`config.mk`:
```
export PLATFORM = sky130hd
export DESIGN_NAME = dcache_line
export DESIGN_NICKNAME = d
export VERILOG_FILES = /design/src/logic/dcache_pkg.sv /design/src/logic/dcache_line.sv
export SDC_FILE = /design/constraint.sdc
export NUM_CORES = 1
export LEC_CHECK = 0
export BUFFER_PORTS_ARGS = -buffer_cell sky130_fd_sc_hd__buf_2
export CORE_ASPECT_RATIO = 1.25
export CORE_MARGIN = 2
export CORE_UTILIZATION = 40
export DETAILED_ROUTE_END_ITERATION = 8
export PLACE_DENSITY = 0.59
export RECOVER_POWER = 50
export REMOVE_ABC_BUFFERS = 1
export SLEW_MARGIN = 20
export SYNTH_ARGS = -nofsm -noshare
export SYNTH_HDL_FRONTEND = slang
export SYNTH_SLANG_ARGS = --single-unit
export TNS_END_PERCENT = 50
```
`constraint.sdc`:
```
create_clock -name clk_i -period 7.5 [get_ports clk_i]
set_input_delay 1.125 -clock clk_i [delete_from_list [all_inputs] [get_ports clk_i]]
set_output_delay 1.125 -clock clk_i [all_outputs]
set_load 0.02 [all_outputs]
```
`src/logic/dcache_pkg.sv`:
```
package dcache_pkg;

   // Bytes per bus transfer, as a power of two
   localparam int QWORD_SHIFT = 4;

   typedef logic [31:0] word_t;
   typedef logic [(2 ** QWORD_SHIFT) * 8 - 1:0] qword_t;  // Four words per bus beat
   typedef logic [3:0] byte_en_t;
   typedef logic [29:0] word_addr_t;  // Byte address without bits 1:0

   // Core write bundle, sent to every block store
   typedef struct packed {
      word_t    data;
      byte_en_t be;
   } cpu_wr_t;

   // Refill walk: WB_REQ writes the old quad-word back,
   // FILL_REQ reads the new one, STEP moves to the next
   typedef enum logic [1:0] {
      IDLE,
      WB_REQ,
      FILL_REQ,
      STEP
   } dcache_state_t;

endpackage

```
`src/logic/dcache_line.sv`:
```
`timescale 1ns/100ps

module dcache_line #(
   parameter int OFFSET_WIDTH = 5
) (
   input  logic                                               clk_i,
   input  logic                                               rst_i,
   input  logic                                               wr_en_i,
   input  logic [OFFSET_WIDTH-1:0]                            wr_offset_i,
   input  dcache_pkg::cpu_wr_t                                wr_i,
   input  logic [OFFSET_WIDTH-1:0]                            rd_offset_i,
   input  logic                                               fill_en_i,
   input  logic [OFFSET_WIDTH-dcache_pkg::QWORD_SHIFT+1:0]    fill_idx_i,
   input  dcache_pkg::qword_t                                 fill_data_i,
   input  logic [OFFSET_WIDTH-dcache_pkg::QWORD_SHIFT+1:0]    q_idx_i,
   output dcache_pkg::word_t                                  word_o,
   output dcache_pkg::qword_t                                 qword_o,
   output logic [2**(OFFSET_WIDTH-dcache_pkg::QWORD_SHIFT+2)-1:0] dirty_o
);
   import dcache_pkg::*;

   localparam int WSEL_WIDTH = QWORD_SHIFT - 2;  // Word select inside a quad-word
   localparam int QIDX_WIDTH = OFFSET_WIDTH - WSEL_WIDTH;
   localparam int QWORDS     = 2 ** QIDX_WIDTH;
   localparam int WORD_BITS  = $bits(word_t);
   localparam int BYTES      = $bits(byte_en_t);

   typedef logic [QIDX_WIDTH-1:0] qidx_t;
   typedef logic [WSEL_WIDTH-1:0] wsel_t;

   qword_t            mem [QWORDS];
   logic [QWORDS-1:0] dirty_q;

   qidx_t wr_q;
   wsel_t wr_w;
   qidx_t rd_q;
   wsel_t rd_w;

   assign wr_q = wr_offset_i[OFFSET_WIDTH-1:WSEL_WIDTH];
   assign wr_w = wr_offset_i[WSEL_WIDTH-1:0];
   assign rd_q = rd_offset_i[OFFSET_WIDTH-1:WSEL_WIDTH];
   assign rd_w = rd_offset_i[WSEL_WIDTH-1:0];

   // Refill replaces a whole quad-word, core writes touch enabled bytes only
   always_ff @(posedge clk_i) begin
      if (fill_en_i) begin
         mem[fill_idx_i] <= fill_data_i;
      end else if (wr_en_i) begin
         for (int b = 0; b < BYTES; b++) begin
            if (wr_i.be[b]) begin
               mem[wr_q][wr_w * WORD_BITS + b * 8 +: 8] <= wr_i.data[b * 8 +: 8];
            end
         end
      end
   end

   always_ff @(posedge clk_i) begin
      if (rst_i) begin
         dirty_q <= '0;
      end else begin
         if (wr_en_i) begin
            dirty_q[wr_q] <= 1'b1;
         end
         if (fill_en_i) begin
            dirty_q[fill_idx_i] <= 1'b0;  // Fresh from memory
         end
      end
   end

   assign word_o  = mem[rd_q][rd_w * WORD_BITS +: WORD_BITS];
   assign qword_o = mem[q_idx_i];  // Write-back source
   assign dirty_o = dirty_q;

   // Controller only refills while the core is held
   a_no_write_during_fill : assert property (
      @(posedge clk_i) disable iff (rst_i) !(wr_en_i && fill_en_i)
   );

endmodule

```
==> metrics.md, run 1 <==
| Metric | Value |
|---|---|
| Register area | `between 30000 and 40000 µm²` |
| P per Cell Area | `249 nW/µm²` |
| DRC violations left | `0` |
| Worst Hold End | `dirty_o[0]$_SDFF_PP0_` |
| Gates resized, CTS repair | `0` |
| Mean Syn Cell Area | `19.7 µm²` |
| Startpoint Class | `input pin` |
| Effective utilization at floorplan | `40.4%` |
| Worst Max-Slew Pin Slew | `2160 ps` |
| Max Freq | `approximately 170 MHz` |
| Hold Violations, Final | `0` |
| Failing checks | `max-capacitance violations, max-slew violations` |
| Worst Hold Path Cells | `2` |
| Yosys warns | `0` |
| Ys flop type | `edfxtp_1` |
| DR iter-0 viols | `3236` |
| Reg-to-Reg Start | `dirty_o[4]$_SDFF_PP0_` |
| Synth area leaders | `edfxtp_1 64%, mux4_2 24%, mux2_2 3.0%` |
| Port bufs | `approximately 350` |
| Clock tree sinks | `just over 1000` |
| ANT nets after route | `0` |
| Register area share after synthesis | `a little under two thirds` |
| Finished Layout Cells | `about 4400` |
| CTS Buf Count | `roughly 100` |
| Worst Skew | `0 ps` |
| Endpoints failing setup | `0` |
| CTS H-tree depth | `3` |
| GR Util All Layers | `25.0%` |
| Crit path time final | `5960 ps` |
| Synthesized flop and latch total | `1032` |
| Vias | `between 20000 and 30000` |
| CTS Root Cell | `clkbuf_16` |
| Slew Viols, Final | `66` |
| Top cell type's share of synthesized area | `63.5%` |
| Row cnt | `between 100 and 150` |
| Final WL | `155000 µm` |
| Multi-input gate area | `16600 µm²` |
| Post-CTS Setup Bufs | `0` |
| Final Cycle Share | `79.4%` |
| Max Buffers Root-to-Sink | `3` |
| Core area | `approximately 120000 µm²` |
| Fillers | `10000` |
| RSZ-0062 raised after global routing | `false` |
| Die W | `315 µm` |
| Layout area overhead | `13.9%` |
| Syn Inst Count | `2464` |
| Max Cap Viol | `2` |
| DR pass1 iterations | `5` |
| Count of flip-flops with a built-in enable after synthesis | `~1000` |
| Lkg Pwr | `17.1 nW` |
| Synth cell types | `47` |
| Hold_buf cts | `0` |
| Detail-routed net length per standard cell | `between 30 and 40 µm` |
| Worst Path Arrival | `6220 ps` |
| Crit path kind | `input pin to register` |
| Initial antenna violation count | `12` |
| Largest net degree at the start of global routing | `91` |
| Worst reg2reg endpoint | `dirty_o[4]$_SDFF_PP0_` |
| Cells after DPL | `4249` |
| Share of layout cells above drive strength 1 | `41.7%` |
| Final Net Count | `2957` |
| Later-pin clock latency in the skew report | `about 670 ps` |
| R2R cell count | `2` |
| Status | `finished, violations left` |
| Reg2Reg Setup Slack | `about 6600 ps` |
| Synth cell count leaders | `1024 x edfxtp_1, 512 x mux4_2, 152 x nor2_1` |
| Worst Setup End Kind | `register` |
| First-pass GRT wire length | `219000 µm` |
| Synth area leader | `edfxtp_1` |
| Global route overflow | `0` |
| Hold Startpoint | `dirty_o[0]$_SDFF_PP0_` |
| Worst path required time | `about 7800 ps` |
| Die footprint | `about 120000 µm²` |
| Max VDD drop | `170 µV` |
| DR vias/cell | `6.43` |
| IO Count | `roughly 350` |
| Die Y | `393 µm` |
| Setup TNS | `0 ps` |
| Detailed placement HPWL | `105000 µm` |
| CTS tree | `yes` |
| Most frequent cell after synthesis | `edfxtp_1` |
| Critical path peak fanout | `29` |
| Slew headroom | `-43.8%` |
| Vias in the first global route | `29400` |
| Post-synth ARST share | `0%` |
| Post-Syn Area | `about 48000 µm²` |
| Gpl congestion | `0.824` |
| Clock Pin Slew Worst Setup and Hold Paths | `60 ps` |
| Min-delay worst type | `register to register` |
[layout by cell type (no fill, tap or decap), types with 5 or more instances in the layout]
master	netlist	layout
buf_2	68	333
clkbuf_16	0	104
dfxtp_1	8	8
buf_12	0	9
mux4_2	512	512
o21ai_1	7	7
clkinv_1	0	23
ha_1	5	5
a31oi_1	23	23
o22ai_1	134	134
clkbuf_1	94	32
mux2_2	128	128
nor2_1	152	151
a21oi_1	0	6
clkinv_2	0	19
nand3_1	14	13
buf_4	11	33
inv_1	6	6
nor3_1	7	7
bufinv_16	0	15
edfxtp_1	1024	1024
a22o_1	112	112
o21ai_0	26	26
nor4_1	34	34
nand2_1	27	25
[power by group]
part | total, mW | switching, mW | internal, mW | leakage, nW
logic | 1.70 | 1.02 | 0.679 | 6.42
registers | 6.81 | 0.124 | 6.69 | 9.02
clock network | 5.22 | 2.18 | 3.05 | 1.66
[per-stage QoR]
step                      cell area, µm²  total power [mW]  hold WS, ps  util (%)  setup WS (ps)
after floorplan                    47500              7.82          535         -           2300
after global placement             51800              8.59          463      43.2           2630
after detailed placement           51900              8.65          465      43.3           2600
after CTS                          55300              13.8          477      46.1           2600
after global routing               55100              14.1          517      46.0           1430
final                              55100              13.7          482      46.0           1540
[worst max-delay path by stage]
stage                         from                    end  slack, ps
floorplan           wr_offset_i[0]  mem[0][100]$_DFFE_PP_       2300
global placement    rd_offset_i[0]              word_o[4]       2630
detailed placement  rd_offset_i[2]             word_o[30]       2600
CTS                 rd_offset_i[2]             word_o[30]       2600
global route               wr_en_i  mem[2][110]$_DFFE_PP_       1430
finish                     wr_en_i   mem[3][90]$_DFFE_PP_       1540
[cell type report]
| class | instances | share of cell area (%) |
|---|---|---|
| Tap cell | 1584 | 3.59 |
| Antenna cell | 3 | 0.0136 |
| Clock buffer | 118 | 4.81 |
| Multi-Input combinational cell | 1229 | 30.1 |
| Sequential cell | 1032 | 56.1 |
| Clock inverter | 69 | 1.34 |
| Inverter | 6 | 0.0408 |
| Timing Repair Buffer | 398 | 4.05 |
[layer usage]
| metal | wire, µm | global-route usage (%) |
|---|---|---|
| met1 | 59100 | 32.9 |
| met2 | 78100 | 41.7 |
| met3 | 12500 | 4.34 |
| met4 | 5450 | 9.05 |
| met5 | 77 | 0 |
[state kept, by name, indices dropped and copies added (netlist names)]
register / flops
mem: 1024
dirty_o: 8
[worst max-delay path: stages]
cell      delay [ps]
clkbuf_1        1030
nand2b_1         930
nor2_1           490
nand2_1          210
a21oi_1          660
clkbuf_1        1130
nor2_1           620
[cell families (layout without fill, tap and decap cells)]
family          Yosys count  count (layout)  share of synthesized area, %
fa+ha+maj                 5               5                         0.129
mux                     640             640                          26.8
other cells               0               3                             0
simple gates            258             258                          2.43
compound gates          326             326                          4.92
flops                  1032            1032                          63.8
buf+inv                 203             591                          1.89
Power figures use the tool's default switching activity.
==> run 2: changes to the inputs <==
- PLACE_DENSITY: 0.59 -> 0.61
- clock period: 7.5 -> 5.19 ns (I/O delays scaled with it)
==> run 2 against run 1 <==
Effect of this change: sequential power up 45%; the run still ends with max-capacitance violations, max-slew violations left; largest cell class unchanged; global-route usage down 0.081 points; clock skew unchanged; worst setup slack worse by 910 ps; via count up 0.28%; combinational power up 46%; core utilization up 0.38 points; final area up 0.84%; hold slack worse by 74 ps; sequential share of layout area down 0.46 points; critical path type is now input pin to primary output; highest routed layer unchanged.
==> metrics.md, run 2 (synthesis results as in run 1) <==
| Metric | Value |
|---|---|
| DRC violations left | `0 (unchanged)` |
| Reg2Reg Setup Slack | `4230 ps (-2390 ps)` |
| Final WL | `155000 µm (-0.15%)` |
| Final Net Count | `2998 (+1.4%)` |
| Pwr Total | `20.1 mW (+46%)` |
| Share of layout cells above drive strength 1 | `41.9% (+0.26 points)` |
| Commonest non-fill, non-tap cell in the layout | `edfxtp_1` |
| RSZ-0062 raised after global routing | `false` |
| Max Cap Viol | `2 (unchanged)` |
| Final worst slack | `632 ps (-911 ps)` |
| Flop pwr share | `49.1% (-0.5 points)` |
| DR pass1 iterations | `8 (+3)` |
| Worst Max-Slew Pin Slew | `2580 ps (+421 ps)` |
| CTS H-tree depth | `3 (unchanged)` |
| Endpoints failing setup | `0 (unchanged)` |
| CTS Buf Count | `100 (-0.99%)` |
| Vias | `28600 (+0.28%)` |
| Crit path kind | `input pin to primary output` |
| Cell internal pwr | `15.1 mW (+46%)` |
| Hold Violations, Final | `0 (unchanged)` |
| Clock tree sinks | `1032 (unchanged)` |
| Slew Viols, Final | `122 (+85%)` |
| Most frequent cells in the layout | `1024 x edfxtp_1, 512 x mux4_2, 338 x buf_2` |
| Crit path time final | `between 4000 and 5000 ps` |
| Max Freq | `about 220 MHz` |
| Worst Setup End Kind | `primary output` |
| Sw Pwr | `4.92 mW (+48%)` |
| Hold_buf cts | `0 (unchanged)` |
| Detail-routed net length per standard cell | `34.6 µm (-1.1%)` |
| CTS tree | `yes` |
| Final Cycle Share | `87.8%` |
| Util after Layout | `46.4% (+0.38 points)` |
| Layout area overhead | `14.8%` |
| Later-pin clock latency in the skew report | `710 ps (+40 ps)` |
| Sw frac | `24.5% (+0.33 points)` |
| Port bufs | `351 (unchanged)` |
| Comb pwr share | `12.4% (about the same)` |
| Worst Path Arrival | `3780 ps (-2440 ps)` |
| Cell Chain, Critical Path | `clkbuf_2 -> buf_4 -> mux2_2 -> buf_2` |
| IO Count | `352 (unchanged)` |
| R2R cell count | `2 (unchanged)` |
| DR iter-0 viols | `3463 (+7.0%)` |
| Hold Startpoint | `rst_i` |
| Slew headroom | `-71.9% (-28 points)` |
| Detailed placement HPWL | `108000 µm (+2.1%)` |
| Worst Hold End | `dirty_o[0]$_SDFF_PP0_` |
| Vias in the first global route | `30100 (+2.4%)` |
| Initial antenna violation count | `18 (+6)` |
| Core area | `120000 µm² (unchanged)` |
| Post-CTS Setup Bufs | `0 (unchanged)` |
| Slowest stage cell, crit path | `clkbuf_2` |
| Post-placement setup slack | `935 ps (-1660 ps)` |
| Die W | `315 µm (unchanged)` |
| Gpl congestion | `0.895 (+8.5%)` |
| Clock Pin Slew Worst Setup and Hold Paths | `70 ps (about the same)` |
| Worst Hold Path Cells | `2 (unchanged)` |
| Worst Skew | `0 ps (unchanged)` |
| Min-delay worst type | `input pin to register` |
| P per Cell Area | `361 nW/µm² (+45%)` |
| Failing checks | `max-capacitance violations, max-slew violations` |
| DR vias/cell | `6.39 (-0.68%)` |
| Number of flip-flops in the largest register | `1024 (unchanged)` |
| Biggest register | `mem` |
| Gates resized, CTS repair | `0 (unchanged)` |
| Buf+Inv Stages, Crit Path | `3 (+1)` |
| Lkg Pwr | `17.3 nW (+1.3%)` |
| Startpoint Class | `input pin` |
| Delay-heaviest family, CP | `buffers and inverters` |
| Clock power frac | `38.5% (+0.5 points)` |
| Row cnt | `142 (unchanged)` |
| First-pass GRT wire length | `218000 µm (-0.16%)` |
| Max Buffers Root-to-Sink | `3 (unchanged)` |
| Worst path max stage delay | `1790 ps (+660 ps)` |
| Die Y | `393 µm (unchanged)` |
| Setup TNS | `0 ps (unchanged)` |
| GR Util All Layers | `24.9% (-0.081 points)` |
| Critical path peak fanout | `58 (+100%)` |
| ANT nets after route | `0 (unchanged)` |
| Worst path required time | `4410 ps (-3350 ps)` |
| Reg-to-Reg Start | `dirty_o[1]$_SDFF_PP0_` |
| Worst reg2reg endpoint | `dirty_o[1]$_SDFF_PP0_` |
| Global route overflow | `0 (unchanged)` |
| Effective utilization at floorplan | `40.4% (unchanged)` |
| CTS Root Cell | `clkbuf_16` |
| Largest net degree at the start of global routing | `66 (-27%)` |
| Max VDD drop | `259 µV (+52%)` |
| Die footprint | `124000 µm² (unchanged)` |
| Status | `finished, violations left` |
==> run 2: layout make-up <==
| class | instances | area (µm²) |
|---|---|---|
| Antenna cell | 4 | 10.0 |
| Clock buffer | 122 | 2640 |
| Clock inverter | 65 | 828 |
| Fill cell | 10100 | 64300 |
| Inverter | 6 | 22.5 |
| Multi-Input combinational cell | 1229 | 16600 |
| Sequential cell | 1032 | 30900 |
| Tap cell | 1584 | 1980 |
| Timing Repair Buffer | 440 | 2640 |
==> run 2: how the worst max path moves through the flow <==
stage | slack [ps] | startpoint | endpoint | depth (start not counted)
CTS | 1140 | rd_offset_i[2] | word_o[11] | 6
detailed placement | 930 | wr_offset_i[0] | mem[2][97]$_DFFE_PP_ | 8
floorplan | 330 | wr_offset_i[0] | mem[0][100]$_DFFE_PP_ | 6
finish | 630 | q_idx_i[2] | qword_o[11] | 4
global placement | 1100 | wr_offset_i[0] | mem[4][82]$_DFFE_PP_ | 9
global route | 550 | q_idx_i[2] | qword_o[73] | 4
==> run 2: metrics by stage <==
| step | hold slack [ps] | std cells | instance area (µm²) |
|---|---|---|---|
| floorplan | 535 | 2267 | 47500 |
| global placement | 464 | 4291 | 52300 |
| detailed placement | 466 | 4291 | 52300 |
| CTS | 354 | 4478 | 55700 |
| global route | 413 | 4478 | 55600 |
| finish | 408 | 4482 | 55600 |
==> run 2: worst reg2reg max path: cells and delay by family (launching register included) <==
family / cells / cell delay, ps
compound gates: 2 / 460
flops: 1 / 400
==> run 2: metal layers <==
| layer | GRT usage (%) | wire length (µm) |
|---|---|---|
| met2 | 42.0 | 78100 |
| met1 | 31.3 | 56700 |
| met4 | 10.6 | 6640 |
| met3 | 4.93 | 13500 |
| met5 | 0 | 108 |
==> run 2: power by group through the flow <==
| stage | Clock, mW | Sequential, mW | Combinational (mW) |
|---|---|---|---|
| 2_1_floorplan | 0 | 9.92 | 1.38 |
| 3_3_place_gp | 0 | 9.98 | 2.47 |
| 3_5_place_dp | 0 | 10.0 | 2.51 |
| 4_1_cts | 7.80 | 9.84 | 2.52 |
| 5_1_grt | 8.08 | 9.88 | 2.62 |
| 6_report | 7.73 | 9.85 | 2.49 |
